==> config.mk <==
export PLATFORM = sky130hd
export DESIGN_NAME = netdbg_top
export DESIGN_NICKNAME = d
export VERILOG_FILES = /design/src/rtl/netdbg_pkg.sv /design/src/rtl/netdbg_parser.sv /design/src/rtl/netdbg_cmd_fifo.sv /design/src/rtl/netdbg_bus_exec.sv /design/src/rtl/netdbg_top.sv
export SDC_FILE = /design/constraint.sdc
export NUM_CORES = 1
export LEC_CHECK = 0
export BUFFER_PORTS_ARGS = -buffer_cell sky130_fd_sc_hd__buf_2
export CAP_MARGIN = 10
export CORE_AREA = 3 3 302 304
export DETAILED_ROUTE_END_ITERATION = 16
export DIE_AREA = 0 0 305 307
export PLACE_DENSITY = 0.69
export REMOVE_ABC_BUFFERS = 1
export SYNTH_ARGS = -nofsm -noshare
export SYNTH_HDL_FRONTEND = slang
export SYNTH_SLANG_ARGS = --single-unit
export TNS_END_PERCENT = 100
==> constraint.sdc <==
create_clock -name i_clk -period 8.6 [get_ports i_clk]
set_input_delay 0.43 -clock i_clk [delete_from_list [all_inputs] [get_ports i_clk]]
set_output_delay 0.43 -clock i_clk [all_outputs]
set_load 0.03 [all_outputs]
==> src/rtl/netdbg_pkg.sv <==
`default_nettype none

package netdbg_pkg;

	//////////////////////////////
	// widths and constants
	//////////////////////////////

	// bus data word and word address
	localparam int DW = 32;
	localparam int ADDR_W = 30;

	// reply data for a read that failed on the bus or timed out
	localparam logic [DW-1:0] ERR_WORD = 32'hDEADBEEF;

	//////////////////////////////
	// opcodes
	//////////////////////////////

	// request command opcode, found in bits 31:30 of each command word
	typedef enum logic [1:0] {
		REQ_SET_ADDR = 2'b00,
		REQ_WRITE    = 2'b01,
		REQ_READ     = 2'b10,
		REQ_NOP      = 2'b11
	} req_op_e;

	// command FIFO entry kinds
	typedef enum logic [1:0] {
		CMD_HEADER,
		CMD_WRITE,
		CMD_READ,
		CMD_END
	} cmd_op_e;

	//////////////////////////////
	// bundles
	//////////////////////////////

	// one command entry
	// for CMD_HEADER, data is frame id in 31:16 and gpio outputs in 7:0
	typedef struct packed {
		cmd_op_e             op;
		logic [ADDR_W-1:0]   addr;
		logic [DW-1:0]       data;
	} cmd_entry_t;

	// one beat of either packet stream
	typedef struct packed {
		logic [DW-1:0]       data;
		logic                last;
	} stream_beat_t;

	// wishbone master outputs, sel is always all ones
	typedef struct packed {
		logic                cyc;
		logic                stb;
		logic                we;
		logic [ADDR_W-1:0]   addr;
		logic [DW-1:0]       data;
	} wb_req_t;

	// wishbone slave responses
	typedef struct packed {
		logic                stall;
		logic                ack;
		logic                err;
		logic [DW-1:0]       data;
	} wb_rsp_t;

endpackage

`default_nettype wire

==> src/rtl/netdbg_parser.sv <==
`timescale 1ns/1ps
`default_nettype none

module netdbg_parser #(
	parameter logic [7:0] DEF_GPIO = 8'h00
) (
	input  wire                           i_clk,
	input  wire                           i_reset,
	// request stream
	input  netdbg_pkg::stream_beat_t      i_req,
	input  wire                           i_req_valid,
	output logic                          o_req_ready,
	// gpio outputs
	output logic [7:0]                    o_gpio,
	// command FIFO write side
	output logic                          o_push,
	output netdbg_pkg::cmd_entry_t        o_entry,
	input  wire                           i_full
);

	// where we are inside the request packet
	typedef enum logic [1:0] {
		ST_HEADER,
		ST_CMD,
		ST_WDATA,
		ST_END
	} parse_state_e;

	parse_state_e                     r_state;
	logic [netdbg_pkg::ADDR_W-1:0]    r_addr;
	logic                             w_accept;
	netdbg_pkg::req_op_e              w_op;
	logic [7:0]                       w_new_gpio;

	// no word is taken in reset, in the CMD_END slot or while the FIFO is full
	assign o_req_ready = !i_reset && !i_full && (r_state != ST_END);
	assign w_accept = i_req_valid && o_req_ready;

	assign w_op = netdbg_pkg::req_op_e'(i_req.data[31:30]);

	// masked bits take the header value, the rest hold
	assign w_new_gpio = (o_gpio & ~i_req.data[15:8]) | (i_req.data[7:0] & i_req.data[15:8]);

	//////////////////////////////
	// entry generation
	//////////////////////////////

	always_comb
	begin
		o_push = 1'b0;
		o_entry.op = netdbg_pkg::CMD_END;
		o_entry.addr = r_addr;
		o_entry.data = i_req.data;
		case (r_state)
		ST_HEADER:
		begin
			// header entry goes out in the same cycle as the word
			o_push = w_accept;
			o_entry.op = netdbg_pkg::CMD_HEADER;
			o_entry.data = {i_req.data[31:16], 8'h00, w_new_gpio};
		end
		ST_CMD:
		begin
			// only reads push here, a write waits for its data word
			o_push = w_accept && (w_op == netdbg_pkg::REQ_READ);
			o_entry.op = netdbg_pkg::CMD_READ;
		end
		ST_WDATA:
		begin
			o_push = w_accept;
			o_entry.op = netdbg_pkg::CMD_WRITE;
		end
		default:
		begin
			// packet closer, written once there is room
			o_push = !i_full;
		end
		endcase
	end

	//////////////////////////////
	// state, address and gpio
	//////////////////////////////

	always_ff @(posedge i_clk)
	begin
		if (i_reset)
		begin
			r_state <= ST_HEADER;
			r_addr <= '0;
			o_gpio <= DEF_GPIO;
		end
		else
		begin
			case (r_state)
			ST_HEADER:
			begin
				if (w_accept)
				begin
					o_gpio <= w_new_gpio;
					r_state <= i_req.last ? ST_END : ST_CMD;
				end
			end
			ST_CMD:
			begin
				if (w_accept)
				begin
					r_state <= i_req.last ? ST_END : ST_CMD;
					if (w_op == netdbg_pkg::REQ_SET_ADDR)
						r_addr <= i_req.data[netdbg_pkg::ADDR_W-1:0];
					else if (w_op == netdbg_pkg::REQ_READ)
						r_addr <= r_addr + 1'b1;
					// a write with no data word behind it is dropped
					else if ((w_op == netdbg_pkg::REQ_WRITE) && !i_req.last)
						r_state <= ST_WDATA;
				end
			end
			ST_WDATA:
			begin
				if (w_accept)
				begin
					r_addr <= r_addr + 1'b1;
					r_state <= i_req.last ? ST_END : ST_CMD;
				end
			end
			default:
			begin
				if (!i_full)
					r_state <= ST_HEADER;
			end
			endcase
		end
	end

endmodule

`default_nettype wire

==> src/rtl/netdbg_cmd_fifo.sv <==
`timescale 1ns/1ps
`default_nettype none

module netdbg_cmd_fifo #(
	parameter int LG_FIFO = 4
) (
	input  wire                           i_clk,
	input  wire                           i_reset,
	// write side
	input  wire                           i_push,
	input  netdbg_pkg::cmd_entry_t        i_entry,
	output logic                          o_full,
	// read side
	input  wire                           i_pop,
	output netdbg_pkg::cmd_entry_t        o_entry,
	output logic                          o_empty
);

	localparam int DEPTH = 1 << LG_FIFO;

	// storage, payload only
	netdbg_pkg::cmd_entry_t   r_mem [0:DEPTH-1];

	// pointers with one extra wrap bit on top
	logic [LG_FIFO:0]         r_wptr;
	logic [LG_FIFO:0]         r_rptr;

	//////////////////////////////
	// storage
	//////////////////////////////

	always_ff @(posedge i_clk)
	begin
		if (i_push)
			r_mem[r_wptr[LG_FIFO-1:0]] <= i_entry;
	end

	// head entry shows on the read side right after the write edge
	assign o_entry = r_mem[r_rptr[LG_FIFO-1:0]];

	//////////////////////////////
	// pointers
	//////////////////////////////

	always_ff @(posedge i_clk)
	begin
		if (i_reset)
		begin
			r_wptr <= '0;
			r_rptr <= '0;
		end
		else
		begin
			if (i_push)
				r_wptr <= r_wptr + 1'b1;
			if (i_pop)
				r_rptr <= r_rptr + 1'b1;
		end
	end

	// same slot, wrap bits differ means full
	assign o_full = (r_wptr[LG_FIFO] != r_rptr[LG_FIFO])
		&& (r_wptr[LG_FIFO-1:0] == r_rptr[LG_FIFO-1:0]);
	assign o_empty = (r_wptr == r_rptr);

	// parser never pushes into a full FIFO
	a_no_push_full: assert property (@(posedge i_clk) disable iff (i_reset)
		i_push |-> !o_full);

	// executor only pops what is there
	a_no_pop_empty: assert property (@(posedge i_clk) disable iff (i_reset)
		i_pop |-> !o_empty);

endmodule

`default_nettype wire

==> src/rtl/netdbg_bus_exec.sv <==
`timescale 1ns/1ps
`default_nettype none

module netdbg_bus_exec #(
	parameter int WDT_LG = 8
) (
	input  wire                           i_clk,
	input  wire                           i_reset,
	// command FIFO read side
	input  netdbg_pkg::cmd_entry_t        i_entry,
	input  wire                           i_empty,
	output logic                          o_pop,
	// wishbone master
	output netdbg_pkg::wb_req_t           o_wb,
	input  netdbg_pkg::wb_rsp_t           i_wb,
	// gpio inputs, sampled into the reply header
	input  wire [7:0]                     i_gpio,
	// reply stream
	output netdbg_pkg::stream_beat_t      o_rsp,
	output logic                          o_rsp_valid,
	input  wire                           i_rsp_ready
);

	typedef enum logic [1:0] {
		EX_IDLE,
		EX_BUS,
		EX_REPLY,
		EX_FLUSH
	} ex_state_e;

	ex_state_e                        r_state;
	// bus request registers
	logic                             r_cyc;
	logic                             r_stb;
	logic                             r_we;
	logic [netdbg_pkg::ADDR_W-1:0]    r_addr;
	logic [netdbg_pkg::DW-1:0]        r_data;
	logic [WDT_LG-1:0]                r_wdt;
	// reply path
	logic [netdbg_pkg::DW-1:0]        r_pend;
	logic [netdbg_pkg::DW-1:0]        r_rsp_data;
	logic                             r_rsp_last;
	logic                             r_rsp_valid;
	// frame bookkeeping
	logic [15:0]                      r_frame;
	logic [15:0]                      r_prior;
	logic [15:0]                      r_count;
	logic                             w_out_free;
	logic                             w_timeout;
	logic                             w_bus_end;
	logic [netdbg_pkg::DW-1:0]        w_rd_word;

	// output register is free when empty or being taken now
	assign w_out_free = !r_rsp_valid || i_rsp_ready;

	// one entry at a time, and never while a beat is held off
	assign o_pop = (r_state == EX_IDLE) && !i_empty && w_out_free;

	// counter saturates after 2^WDT_LG-1 cycles of cyc
	assign w_timeout = &r_wdt;
	assign w_bus_end = r_cyc && (i_wb.ack || i_wb.err || w_timeout);
	assign w_rd_word = (i_wb.ack && !i_wb.err) ? i_wb.data : netdbg_pkg::ERR_WORD;

	assign o_wb = '{cyc: r_cyc, stb: r_stb, we: r_we, addr: r_addr, data: r_data};
	assign o_rsp = '{data: r_rsp_data, last: r_rsp_last};
	assign o_rsp_valid = r_rsp_valid;

	//////////////////////////////
	// control FSM
	//////////////////////////////

	always_ff @(posedge i_clk)
	begin
		if (i_reset)
		begin
			r_state <= EX_IDLE;
			r_cyc <= 1'b0;
			r_stb <= 1'b0;
			r_wdt <= '0;
			r_rsp_valid <= 1'b0;
			r_prior <= '0;
			r_count <= '0;
		end
		else
		begin
			// a beat leaves on valid and ready, a load below overrides
			if (r_rsp_valid && i_rsp_ready)
				r_rsp_valid <= 1'b0;
			case (r_state)
			EX_IDLE:
			begin
				if (o_pop)
				begin
					case (i_entry.op)
					netdbg_pkg::CMD_HEADER:
						r_state <= EX_REPLY;
					netdbg_pkg::CMD_END:
					begin
						// pending word goes out marked last
						r_rsp_valid <= 1'b1;
						r_state <= EX_FLUSH;
					end
					default:
					begin
						r_cyc <= 1'b1;
						r_stb <= 1'b1;
						r_state <= EX_BUS;
					end
					endcase
				end
			end
			EX_BUS:
			begin
				// request taken once stall drops
				if (r_stb && !i_wb.stall)
					r_stb <= 1'b0;
				if (w_bus_end)
				begin
					// ack, err or watchdog all close the cycle
					r_cyc <= 1'b0;
					r_stb <= 1'b0;
					r_wdt <= '0;
					r_state <= EX_IDLE;
					if (!r_we)
						r_rsp_valid <= 1'b1;
				end
				else
					r_wdt <= r_wdt + 1'b1;
			end
			EX_REPLY:
			begin
				// second header word pushes the first one out
				if (w_out_free)
				begin
					r_rsp_valid <= 1'b1;
					r_prior <= r_frame;
					r_count <= r_count + 1'b1;
					r_state <= EX_IDLE;
				end
			end
			default:
			begin
				// hold the next packet until the last beat is gone
				if (w_out_free)
					r_state <= EX_IDLE;
			end
			endcase
		end
	end

	//////////////////////////////
	// payload
	//////////////////////////////

	always_ff @(posedge i_clk)
	begin
		if (o_pop)
		begin
			case (i_entry.op)
			netdbg_pkg::CMD_HEADER:
			begin
				// word 0 is frame id, gpio in, gpio out
				r_pend <= {i_entry.data[31:16], i_gpio, i_entry.data[7:0]};
				r_frame <= i_entry.data[31:16];
			end
			netdbg_pkg::CMD_END:
			begin
				r_rsp_data <= r_pend;
				r_rsp_last <= 1'b1;
			end
			default:
			begin
				r_we <= (i_entry.op == netdbg_pkg::CMD_WRITE);
				r_addr <= i_entry.addr;
				r_data <= i_entry.data;
			end
			endcase
		end
		if ((r_state == EX_BUS) && w_bus_end && !r_we)
		begin
			// read result replaces pending, old pending is sent
			r_rsp_data <= r_pend;
			r_rsp_last <= 1'b0;
			r_pend <= w_rd_word;
		end
		if ((r_state == EX_REPLY) && w_out_free)
		begin
			r_rsp_data <= r_pend;
			r_rsp_last <= 1'b0;
			r_pend <= {r_prior, r_count};
		end
	end

	// strobe never outside a cycle
	a_stb_in_cyc: assert property (@(posedge i_clk) disable iff (i_reset)
		o_wb.stb |-> o_wb.cyc);

	// reply beat held steady under back-pressure
	a_rsp_hold: assert property (@(posedge i_clk) disable iff (i_reset)
		(o_rsp_valid && !i_rsp_ready) |=> (o_rsp_valid && $stable(o_rsp)));

endmodule

`default_nettype wire

==> src/rtl/netdbg_top.sv <==
`timescale 1ns/1ps
`default_nettype none

module netdbg_top #(
	parameter logic [7:0] DEF_GPIO = 8'h00,
	parameter int         LG_FIFO  = 4,
	parameter int         WDT_LG   = 8
) (
	input  wire                           i_clk,
	input  wire                           i_reset,
	// request stream
	input  netdbg_pkg::stream_beat_t      i_req,
	input  wire                           i_req_valid,
	output logic                          o_req_ready,
	// reply stream
	output netdbg_pkg::stream_beat_t      o_rsp,
	output logic                          o_rsp_valid,
	input  wire                           i_rsp_ready,
	// wishbone master
	output netdbg_pkg::wb_req_t           o_wb,
	input  netdbg_pkg::wb_rsp_t           i_wb,
	// gpio
	input  wire [7:0]                     i_gpio,
	output logic [7:0]                    o_gpio
);

	//////////////////////////////
	// parser to FIFO
	//////////////////////////////

	logic                       push;
	logic                       fifo_full;
	netdbg_pkg::cmd_entry_t     push_entry;

	netdbg_parser #(
		.DEF_GPIO(DEF_GPIO)
	) i_parser (
		.i_clk(i_clk),
		.i_reset(i_reset),
		.i_req(i_req),
		.i_req_valid(i_req_valid),
		.o_req_ready(o_req_ready),
		.o_gpio(o_gpio),
		.o_push(push),
		.o_entry(push_entry),
		.i_full(fifo_full)
	);

	//////////////////////////////
	// FIFO to bus executor
	//////////////////////////////

	logic                       pop;
	logic                       fifo_empty;
	netdbg_pkg::cmd_entry_t     head_entry;

	netdbg_cmd_fifo #(
		.LG_FIFO(LG_FIFO)
	) i_cmd_fifo (
		.i_clk(i_clk),
		.i_reset(i_reset),
		.i_push(push),
		.i_entry(push_entry),
		.o_full(fifo_full),
		.i_pop(pop),
		.o_entry(head_entry),
		.o_empty(fifo_empty)
	);

	// bus cycles, watchdog and reply assembly
	netdbg_bus_exec #(
		.WDT_LG(WDT_LG)
	) i_bus_exec (
		.i_clk(i_clk),
		.i_reset(i_reset),
		.i_entry(head_entry),
		.i_empty(fifo_empty),
		.o_pop(pop),
		.o_wb(o_wb),
		.i_wb(i_wb),
		.i_gpio(i_gpio),
		.o_rsp(o_rsp),
		.o_rsp_valid(o_rsp_valid),
		.i_rsp_ready(i_rsp_ready)
	);

endmodule

`default_nettype wire

## Word level (Yosys, flattened, before mapping)

Memories as Yosys holds them, arrays and structs flattened. A register that Yosys moved wholly into a read port is not among the register bits.
Index checks and enable logic that the tools add are counted.

- Reductions and logical operators: 52
- Eq/ne operators: 21
- Bitwise gates (word level): 5
- Add/sub/neg operators: 5
- Multiplexer cells: 49

Operator list:

| operator | count |
|---|---|
| $mux 32 | 9 |
| $mux 30 | 4 |
| $pmux 30 s2 | 1 |
| $add 30x1->30 const B | 1 |
| $mux 2 | 10 |
| $add 16x1->16 const B | 1 |
| $and 8x8->8 | 2 |
| $mux 16 | 1 |
| $logic_and 1x1->1 | 15 |
| $reduce_and 2->1 | 7 |
| $mux 1 | 13 |
| $pmux 2 s2 | 3 |
| $reduce_and 4->1 | 3 |
| $reduce_bool 3->1 | 4 |
| $add 5x1->5 const B | 2 |
| $ne 2x1->1 const B | 5 |
| $add 8x1->8 const B | 1 |
| $eq 2x1->1 const B | 4 |
| $eq 2x2->1 const B | 4 |
| $logic_not 1->1 | 8 |
| $logic_not 2->1 | 4 |
| $mux 4 | 2 |
| $mux 8 | 1 |
| $not 8->8 | 1 |
| 16 further kinds | 26 |

- Output and inout port bits: 108
- Memories kept: 1
- Bits in writable memories: 1,024
- Word-level logic and storage cells: 152
- Input bits: 80
- Bits in registers: 239

Memory list:

| memory | depth | bits a word | rd ports | clocked after memory_dff | write ports | RTL line | text |
|---|---|---|---|---|---|---|---|
| i_cmd_fifo.r_mem | 16 | 64 | 1 | 1 | 1 | netdbg_cmd_fifo.sv:22 | `netdbg_pkg::cmd_entry_t r_mem [0:DEPTH-1];` |

## Depth between registers and ports, before layout

Gate-level depths: netlist of run 1.

- Depth in word-level cells: 10
- Mapped depth: 10
- Mapped depth without buffers: 7

## Modules after synthesis

Synthesis of run 1 repeated with hierarchy kept, for this count alone.

- Cells, all modules: 2,531
- Area, all modules: 48,969.5 µm²

By module, submodules not included:

| module | area an instance (µm²) | sequential area each (µm²) | cells an instance | times used |
|---|---|---|---|---|
| netdbg_cmd_fifo | 38,907.3 | 31,029.8 | 1,641 | 1 |
| netdbg_bus_exec | 7,213.2 | 5,215.0 | 513 | 1 |
| netdbg_parser | 2,849.0 | 800.8 | 377 | 1 |

## Worst setup path after synthesis of run 1

OpenSTA, ideal clock, no wires.

- Path kind: reg-to-reg
- Start point: register i_parser.r_state[0]
- End point: memory i_cmd_fifo.r_mem[3][0] in the netlist's numbering (enable)
- Path buffers: 0
- Clock period less this slack: 6,375 ps
- Library setup time: 565 ps
- Arrival time: 5,810 ps
- Stages on the path, launching flop included: 6
- Setup slack: 2,225 ps
- Required time: 8,035 ps
- Cell sequence: dfxtp_1 ha_1 nor3b_1 o31a_1 o221ai_1 nor3_1

- Cells in the longest elaborated chain, start to end: 7
- Elaborated cells between the ends (all ways): 11
- Those cells by class: eq/ne: 3; mux: 3; reduce/logical: 5

Ends and longest elaborated chain:

| item | RTL line | text |
|---|---|---|
| start: declaration | netdbg_parser.sv:29 | `parse_state_e r_state;` |
| start signal: assignment | netdbg_parser.sv:101 | `r_state <= i_req.last ? ST_END : ST_CMD;` |
| start signal: assignment | netdbg_parser.sv:108 | `r_state <= i_req.last ? ST_END : ST_CMD;` |
| start signal: assignment | netdbg_parser.sv:123 | `r_state <= i_req.last ? ST_END : ST_CMD;` |
| $ne 2x2->1 | netdbg_parser.sv:36 | `assign o_req_ready = !i_reset && !i_full && (r_state != ST_END);` |
| $logic_and 1x1->1 | netdbg_parser.sv:36 |  |
| $logic_and 1x1->1 | netdbg_parser.sv:37 | `assign w_accept = i_req_valid && o_req_ready;` |
| $logic_and 1x1->1 | netdbg_parser.sv:65 | `o_push = w_accept && (w_op == netdbg_pkg::REQ_READ);` |
| $pmux 1 s2 * | netdbg_parser.sv:54 | `case (r_state)` |
| $mux 1 * | netdbg_cmd_fifo.sv:34 | `if (i_push)` |
| $mux 1 (implied by the code) * | netdbg_cmd_fifo.sv:35 | `r_mem[r_wptr[LG_FIFO-1:0]] <= i_entry;` |
| end: declaration | netdbg_cmd_fifo.sv:22 |  |

Every way passes the cells marked *; elsewhere a longest branch is shown, timed or not.

==> results of run 1 <==
power by group:
group / switching, mW / internal, mW
Combinational: 1.67 / 1.28
Clock: 2.24 / 3.07
Sequential: 0.297 / 7.27
Total: 4.21 / 11.6
layout make-up:
type	count	area [um^2]
clock buffers	170	3450
fillers	6079	33600
repair buffers	236	1310
flip-flops and latches	1267	37100
multi-input cells	983	11000
clock inverters	60	569
well taps	1165	1460
inverters	22	82.6
worst reg2reg max path, stage by stage, from the launching register on:
cell and delay, ns:
dfxtp_4 0.91, buf_4 0.75, mux4_2 0.61, mux4_2 0.51, inv_1 0.13, ha_1 0.14, and2_1 0.11, buf_4 0.34
nand2b_2 0.90
cell usage after synthesis (all sizes together), types with 16 or more instances:
master / count / share of area
a21oi: 72 / 0.0074
a22oi: 52 / 0.0080
a31oi: 24 / 0.0031
and3: 18 / 0.0023
buf: 52 / 0.0055
clkbuf: 81 / 0.0063
dfxtp: 100 / 0.041
edfxtp: 1167 / 0.72
ha: 16 / 0.0041
inv: 22 / 0.0017
mux4: 296 / 0.14
nand2: 117 / 0.0090
nand3: 20 / 0.0021
nand4: 28 / 0.0037
nor2: 70 / 0.0054
nor3: 21 / 0.0023
o21ai: 39 / 0.0040
o22ai: 25 / 0.0032
xnor2: 20 / 0.0036
per-layer routing:
metal	track usage	vias up	part of all wire
met5	0	-	0
met4	0.0747	0	0.029
met3	0.0434	203	0.087
met2	0.409	1301	0.49
met1	0.356	13097	0.39
li1	-	10427	-
sequential cells by signal, indices dropped and copies added, names as in the netlist, 2 cells and up, named ones only:
register and flops:
i_parser.o_gpio 8, i_bus_exec.r_data 32, i_bus_exec.r_pend 32, i_bus_exec.r_frame 16, i_cmd_fifo.r_wptr 5, i_bus_exec.r_count 16, i_bus_exec.r_wdt 8, i_bus_exec.r_state 2
i_bus_exec.r_rsp_data 32, i_cmd_fifo.r_mem 1024, i_parser.r_addr 30, i_parser.r_state 2, i_cmd_fifo.r_rptr 5, i_bus_exec.r_prior 16, i_bus_exec.r_addr 30
cell usage in the layout, fill, tap and decap left out, types with 13 or more instances in the layout:
master     Yosys  final
a21oi_1       72     72
a22oi_1       52     52
a31oi_1       24     24
and3_4         0     13
buf_2         43    186
buf_4          5     49
clkbuf_1      81     27
clkbuf_16      0    123
clkbuf_8       0     21
clkinv_1       0     19
clkinv_2       0     20
dfxtp_1      100     96
edfxtp_1    1167   1167
ha_1          16     16
inv_1         22     22
mux4_2       296    296
nand2_1      117    116
nand3_1       20     19
nand4_1       27     27
nor2_1        70     67
nor3_1        20     18
o21ai_0       36     36
o22ai_1       25     25
xnor2_1       20     20
logic make-up (layout without fill, tap and decap cells):
kind of cell / after synthesis / count (layout) / synth area share
compound gates: 276 / 276 / 0.0374
xor+xnor: 32 / 32 / 0.00577
fa+ha+maj: 16 / 16 / 0.00412
buf+inv: 155 / 488 / 0.0135
flops: 1267 / 1267 / 0.763
mux: 307 / 307 / 0.140
simple gates: 352 / 352 / 0.0361
stage by stage:
step,worst slack (ns),setup TNS [ns],utilization
finish,3.79,0,0.620
floorplan,-5.22,-1040.48,-
detailed placement,3.74,0,0.575
global route,3.40,0,0.620
CTS,3.71,0,0.620
global placement,3.69,0,0.575
path summary, 6_finish.rpt:
path,end,cells past startpoint,from,slack (ns)
max,i_bus_exec.r_pend[22]$_DFFE_PP_,8,flop,3.79
min,i_parser.r_addr[1]$_SDFFE_PP0P_,3,i_req[2],0.05
max reg2reg,i_bus_exec.r_pend[22]$_DFFE_PP_,8,flop,3.79
min reg2reg,i_bus_exec.r_rsp_data[28]$_DFFE_PP_,0,i_bus_exec.r_pend[28]$_DFFE_PP_,0.42
==> metrics.md, run 1 <==
| Metric | Value |
|---|---|
| Clk slew on worst S/H paths | 0.07 ns |
| WL per Instance | 29.9 um |
| Design area | 0.0549 mm^2 |
| Drt via density | 6.41 |
| RSZ-0062 raised after global routing | false |
| CTS tree | yes |
| Post-synthesis instance area | 0.0485 mm^2 |
| Die height | 307 um |
| Synth warn | 0 |
| CORE AREA | 0.0885 mm^2 |
| Startpoint Class | flop |
| Total global-route track usage | 0.251 |
| Outcome | completed |
| Syn Area/Cell | 20.2 um^2 |
| Hold WS | 0.0520 ns |
| Clock Root Buffer | clkbuf_16 |
| Cts bufs inserted | 121 |
| Area Growth Syn to Fin | 13.2% |
| Leak | 17.4 nW |
| Max-cap violations | 0 |
| CP Class | flop to flop |
| Final min period | 4.81 ns |
| Synth Flop Type | edfxtp_1 |
| Crit-path cells | buf_4, mux4_2, mux4_2, inv_1, ha_1, and2_1, buf_4, nand2b_2 |
| Final Total Pwr | 15.8 mW |
| Netlist cell types | 68 |
| Sequential area share after synthesis | 0.763 |
| Critical Path End Type | flop |
| Drt drc | 0 |
| Count of final setup violators | 0 |
| Cell Rows | 109 |
| Worst Path Buf+Inv | 3 |
| Die area | 0.0936 mm^2 |
| Hold Buf Count CTS | 0 |
| Ant. Diodes | 0 |
| CTS max path bufs | 3 |
| Mapped Cells | 2405 |
| Clock Latency Late Sink | 0.70 ns |
| Global-route wire length before repair | 171 mm |
| PD cells | 288 mW/mm^2 |
| CP delay by family, top | buffers and inverters |
| Placed Area | 0.0509 mm^2 |
| Clk sinks | 1267 |
| Initial Utilization | 0.548 |
| Post-route insts no fill | 3903 |
| Grt ovf | 0 |
| Worst Path Max Fanout | 45 |
| Die Span X | 305 um |
| EDFF count, synth | 1167 |
| Max_slew headroom | 0.214 |
| Post_cts resized | 0 |
| Initial antenna violation count | 1 |
| Hpwl dp | 64.0 mm |
| Fmax | 208 MHz |
| Slowest CP cell | dfxtp_4 |
| Hold Crit Class | primary input to flop |
| Asr flop ratio synth | 0 |
| Ports | 188 |
| Layout cells sized above 1 | 0.283 |
| Crit path DAT | 5.11 ns |
| Vias in the first global route | 25446 |
| Largest stage delay on the critical path | 0.91 ns |
| DRT Pass-1 Iters | 5 |
| H-tree Lvls | 3 |
| Routability congestion estimate from global placement | 0.795 |
| Nets | 2727 |
| Worst Skew | 0.0246 ns |
| Starting DRC count in detailed routing | 2923 |
| Final Max Slew Viols | 0 |
| Via Count | 25028 |
| Number of synthesized register bits | 1267 |
| Dpl cells | 3672 |
| Part of the cycle the worst path needs | 0.559 |
| Hold Vio Cnt, Final | 0 |
| Critical path required time | 8.90 ns |
| Pin count of the biggest net entering global routing | 72 |
| Port buffer count | 187 |
| Routed Antenna Nets | 0 |
| VDD IR max | 0.222 mV |
| Worst Max-Slew Pin Slew | 1.18 ns |
| Total setup buffers inserted after CTS | 0 |
| Final WL | 117 mm |
No activity file was read; power rests on OpenSTA's default activity.
==> run 2, diff against run 1 <==
ABC_AREA = 1   (was unset)
CORE_AREA = 3 3 307 309   (was 3 3 302 304)
DIE_AREA = 0 0 310 312   (was 0 0 305 307)
clock period = 4.5 ns   (was 8.6 ns; I/O delays follow)
==> run 2 against run 1 <==
Count of clock-buffer cells in the layout is 4 lower. Synthesized area is 3.7% higher. Sequential share of layout area is 2.7 points lower. Synthesized cell count is 66% higher. Clock skew is 0.0038 ns higher. Design area is 4.2% higher. Total power is 120% higher. Sequential cell count stayed put. First-iteration DRC count is 33% higher. Register-to-register slack worse by 2.6 ns. Non-clock buffer count is 79 higher. Hold slack worse by 0.0079 ns. Critical endpoint is now i_bus_exec.r_data[15]$_DFFE_PP_. Highest routed layer is now met5.
==> metrics.md, run 2 <==
| Metric | Value |
|---|---|
| CP most frequent cell | inv_1 |
| Post_cts resized | 0 |
| Outcome | completed |
| Startpoint Class | flop |
| Largest area contributor in the netlist | edfxtp_1 |
| Fmax | 301 MHz |
| H-tree Lvls | 4 |
| Routability congestion estimate from global placement | 0.844 |
| Cell Rows | 111 |
| Layout cells sized above 1 | 0.125 |
| Worst Max-Slew Pin Slew | 1.19 ns |
| Die Span X | 310 um |
| Area contributors post-synth | edfxtp_1 (70%), nor2_1 (5.9%), o21ai_0 (5.8%), dfxtp_1 (4.0%), o221ai_1 (3.1%) |
| Post-synthesis instance area | 0.0503 mm^2 |
| FF-to-FF path depth | 10 |
| Clock Root Buffer | clkbuf_16 |
| Die area | 0.0967 mm^2 |
| Syn Area/Cell | 12.6 um^2 |
| Hpwl dp | 68.9 mm |
| Critical path required time | 4.86 ns |
| Hold Vio Cnt, Final | 0 |
| Worst Skew | 0.0285 ns |
| Pin count of the biggest net entering global routing | 218 |
| Most frequent cells in the layout | edfxtp_1 (1167), nor2_1 (773), o21ai_0 (577), nand2_1 (322), buf_2 (187) |
| Global-route wire length before repair | 196 mm |
| Nets | 4274 |
| Hold WS | 0.0441 ns |
| Commonest non-fill, non-tap cell in the layout | edfxtp_1 |
| Reg2Reg Setup Slack | 1.18 ns |
| Area Growth Syn to Fin | 13.6% |
| PD cells | 615 mW/mm^2 |
| Top-count cell post-synth | edfxtp_1 |
| Slowest CP cell | buf_4 |
| Clk sinks | 1267 |
| Critical Path End Type | flop |
| VDD IR max | 0.624 mV |
| Grt ovf | 0 |
| DRT Pass-1 Iters | 9 |
| Vias in the first global route | 31953 |
| Count of final setup violators | 0 |
| Number of flip-flops under the largest register name | 1024 |
| Clock Latency Late Sink | 0.73 ns |
| Leak | 19.2 nW |
| Hold Crit Class | primary input to flop |
| CP Class | flop to flop |
| Sequential area share after synthesis | 0.736 |
| Worst Hold Endpoint | i_bus_exec.r_pend[21]$_DFFE_PP_ |
| Die height | 312 um |
| Post-route insts no fill | 5468 |
| EDFF count, synth | 1167 |
| Mapped Cells | 3985 |
| RSZ-0062 raised after global routing | false |
| Routed Antenna Nets | 0 |
| WL per Instance | 24.0 um |
| Final WL | 131 mm |
| Largest stage delay on the critical path | 0.68 ns |
| Drt via density | 6.10 |
| Ports | 188 |
| CTS tree | yes |
| Synth warn | 0 |
| CTS max path bufs | 3 |
| Cts bufs inserted | 131 |
| Crit-path cells | buf_4, o21ai_0, o221ai_1, o211ai_1, nand2_1, inv_1, ha_1, inv_1, nor2_4, buf_12 |
| Via Count | 33370 |
| Drt drc | 0 |
| Netlist cell types | 44 |
| Initial Utilization | 0.549 |
| Max-cap violations | 0 |
| Crit path DAT | 3.67 ns |
| Clk slew on worst S/H paths | 0.06 ns |
| Final min period | 3.32 ns |
| Initial antenna violation count | 7 |
| Synth Flop Type | edfxtp_1 |
| Part of the cycle the worst path needs | 0.738 |
| Worst Path Max Fanout | 88 |
| Final Max Slew Viols | 0 |
| FF-to-FF End | i_bus_exec.r_data[15]$_DFFE_PP_ |
| HP Start | i_wb[21] |
| Port buffer count | 187 |
| Max_slew headroom | 0.210 |
| Top-area cell type share of the netlist area | 0.696 |
| Hold-critical path depth | 5 |
| Number of synthesized register bits | 1267 |
| Starting DRC count in detailed routing | 3899 |
| CORE AREA | 0.0917 mm^2 |
| Total global-route track usage | 0.269 |
| Asr flop ratio synth | 0 |
| Dpl cells | 5165 |
| Commonest cells in the netlist | edfxtp_1 (1167), nor2_1 (790), o21ai_0 (579), nand2_1 (323), o221ai_1 (180) |
[run 2: cell count changes in the layout (fill, tap and decap cells not counted), sizes merged, moves of 23 or more]
cell	delta
a21oi	-23
nor2	+728
mux4	-296
nand2	+216
inv	+99
nand3	+123
o221ai	+179
o22ai	+39
o21ai	+554
or2	+26
o211ai	+76
a22oi	-52
dlygate4sd3	+66
[run 2: critical path, delay by kind of cell (launching register included)]
family                   cells  cell delay (ns)
AO/OA/AOI/OAI                3             0.63
adder cells (fa/ha/maj)      1             0.28
buffers and inverters        4             1.27
flip-flops                   1             0.42
AND/OR/NAND/NOR              2             0.28
[run 2: layout make-up]
type                       count  area, um^2
inverter                     118         465
clock buffer                 166        3570
tap                         1186        1480
fill                        6849       34500
multi-input combinational   2345       11800
clock inverter                70         566
antenna                        1        2.50
sequential                  1267       37100
timing repair buffer         315        2210
[run 2: per-stage QoR]
stage / worst slack [ns] / util / TNS, ns / total power [mW] / instance area (um^2)
2_1_floorplan: -14.56 / - / -3383.79 / 21.6 / 49200
3_3_place_gp: 1.29 / 0.572 / 0 / 24.7 / 52400
3_5_place_dp: 1.19 / 0.572 / 0 / 24.9 / 52400
4_1_cts: 1.19 / 0.624 / 0 / 35.3 / 57200
5_1_grt: 0.978 / 0.624 / 0 / 36.7 / 57200
6_report: 1.18 / 0.624 / 0 / 35.2 / 57200
[run 2: power by group]
part           internal [mW]  total, mW  switching (mW)  leakage [nW]
registers               15.2       16.1           0.891          11.5
clock network           5.99       10.4            4.42          2.03
logic                   2.19       8.65            6.46          5.73
total                   23.4       35.2            11.8          19.2
[run 2: worst max-delay path by stage]
stage               from                               to  slack [ns]  depth (start not counted)
detailed placement  flop  i_bus_exec.r_addr[28]$_DFFE_PP_        1.19                         10
finish              flop  i_bus_exec.r_data[15]$_DFFE_PP_        1.18                         10
global route        flop  i_bus_exec.r_addr[28]$_DFFE_PP_        0.98                         10
global placement    flop   i_bus_exec.r_addr[6]$_DFFE_PP_        1.29                         10
CTS                 flop  i_bus_exec.r_addr[16]$_DFFE_PP_        1.19                         10
floorplan           flop   i_bus_exec.r_addr[0]$_DFFE_PP_      -14.56                          9
[run 2: kinds of logic after synthesis]
group	Yosys count	synth area share
compound gates	973	0.117
flops	1267	0.736
xor+xnor	15	0.00261
fa+ha+maj	16	0.00398
mux	1	0.000199
buf+inv	373	0.0319
simple gates	1340	0.109
[run 2: timing repair]
action                    CTS  global route
setup buffers               0             0
hold endpoints to repair  301             0
hold buffers               66             0
[run 2: per-layer routing]
| metal | up-vias | global-route usage | part of all wire | routed length, um |
|---|---|---|---|---|
| li1 | 15026 | - | - | - |
| met1 | 16399 | 0.375 | 0.40 | 52500 |
| met2 | 1630 | 0.429 | 0.48 | 62700 |
| met3 | 309 | 0.0442 | 0.088 | 11500 |
| met4 | 6 | 0.101 | 0.034 | 4480 |
| met5 | - | 0 | 0.00027 | 36 |
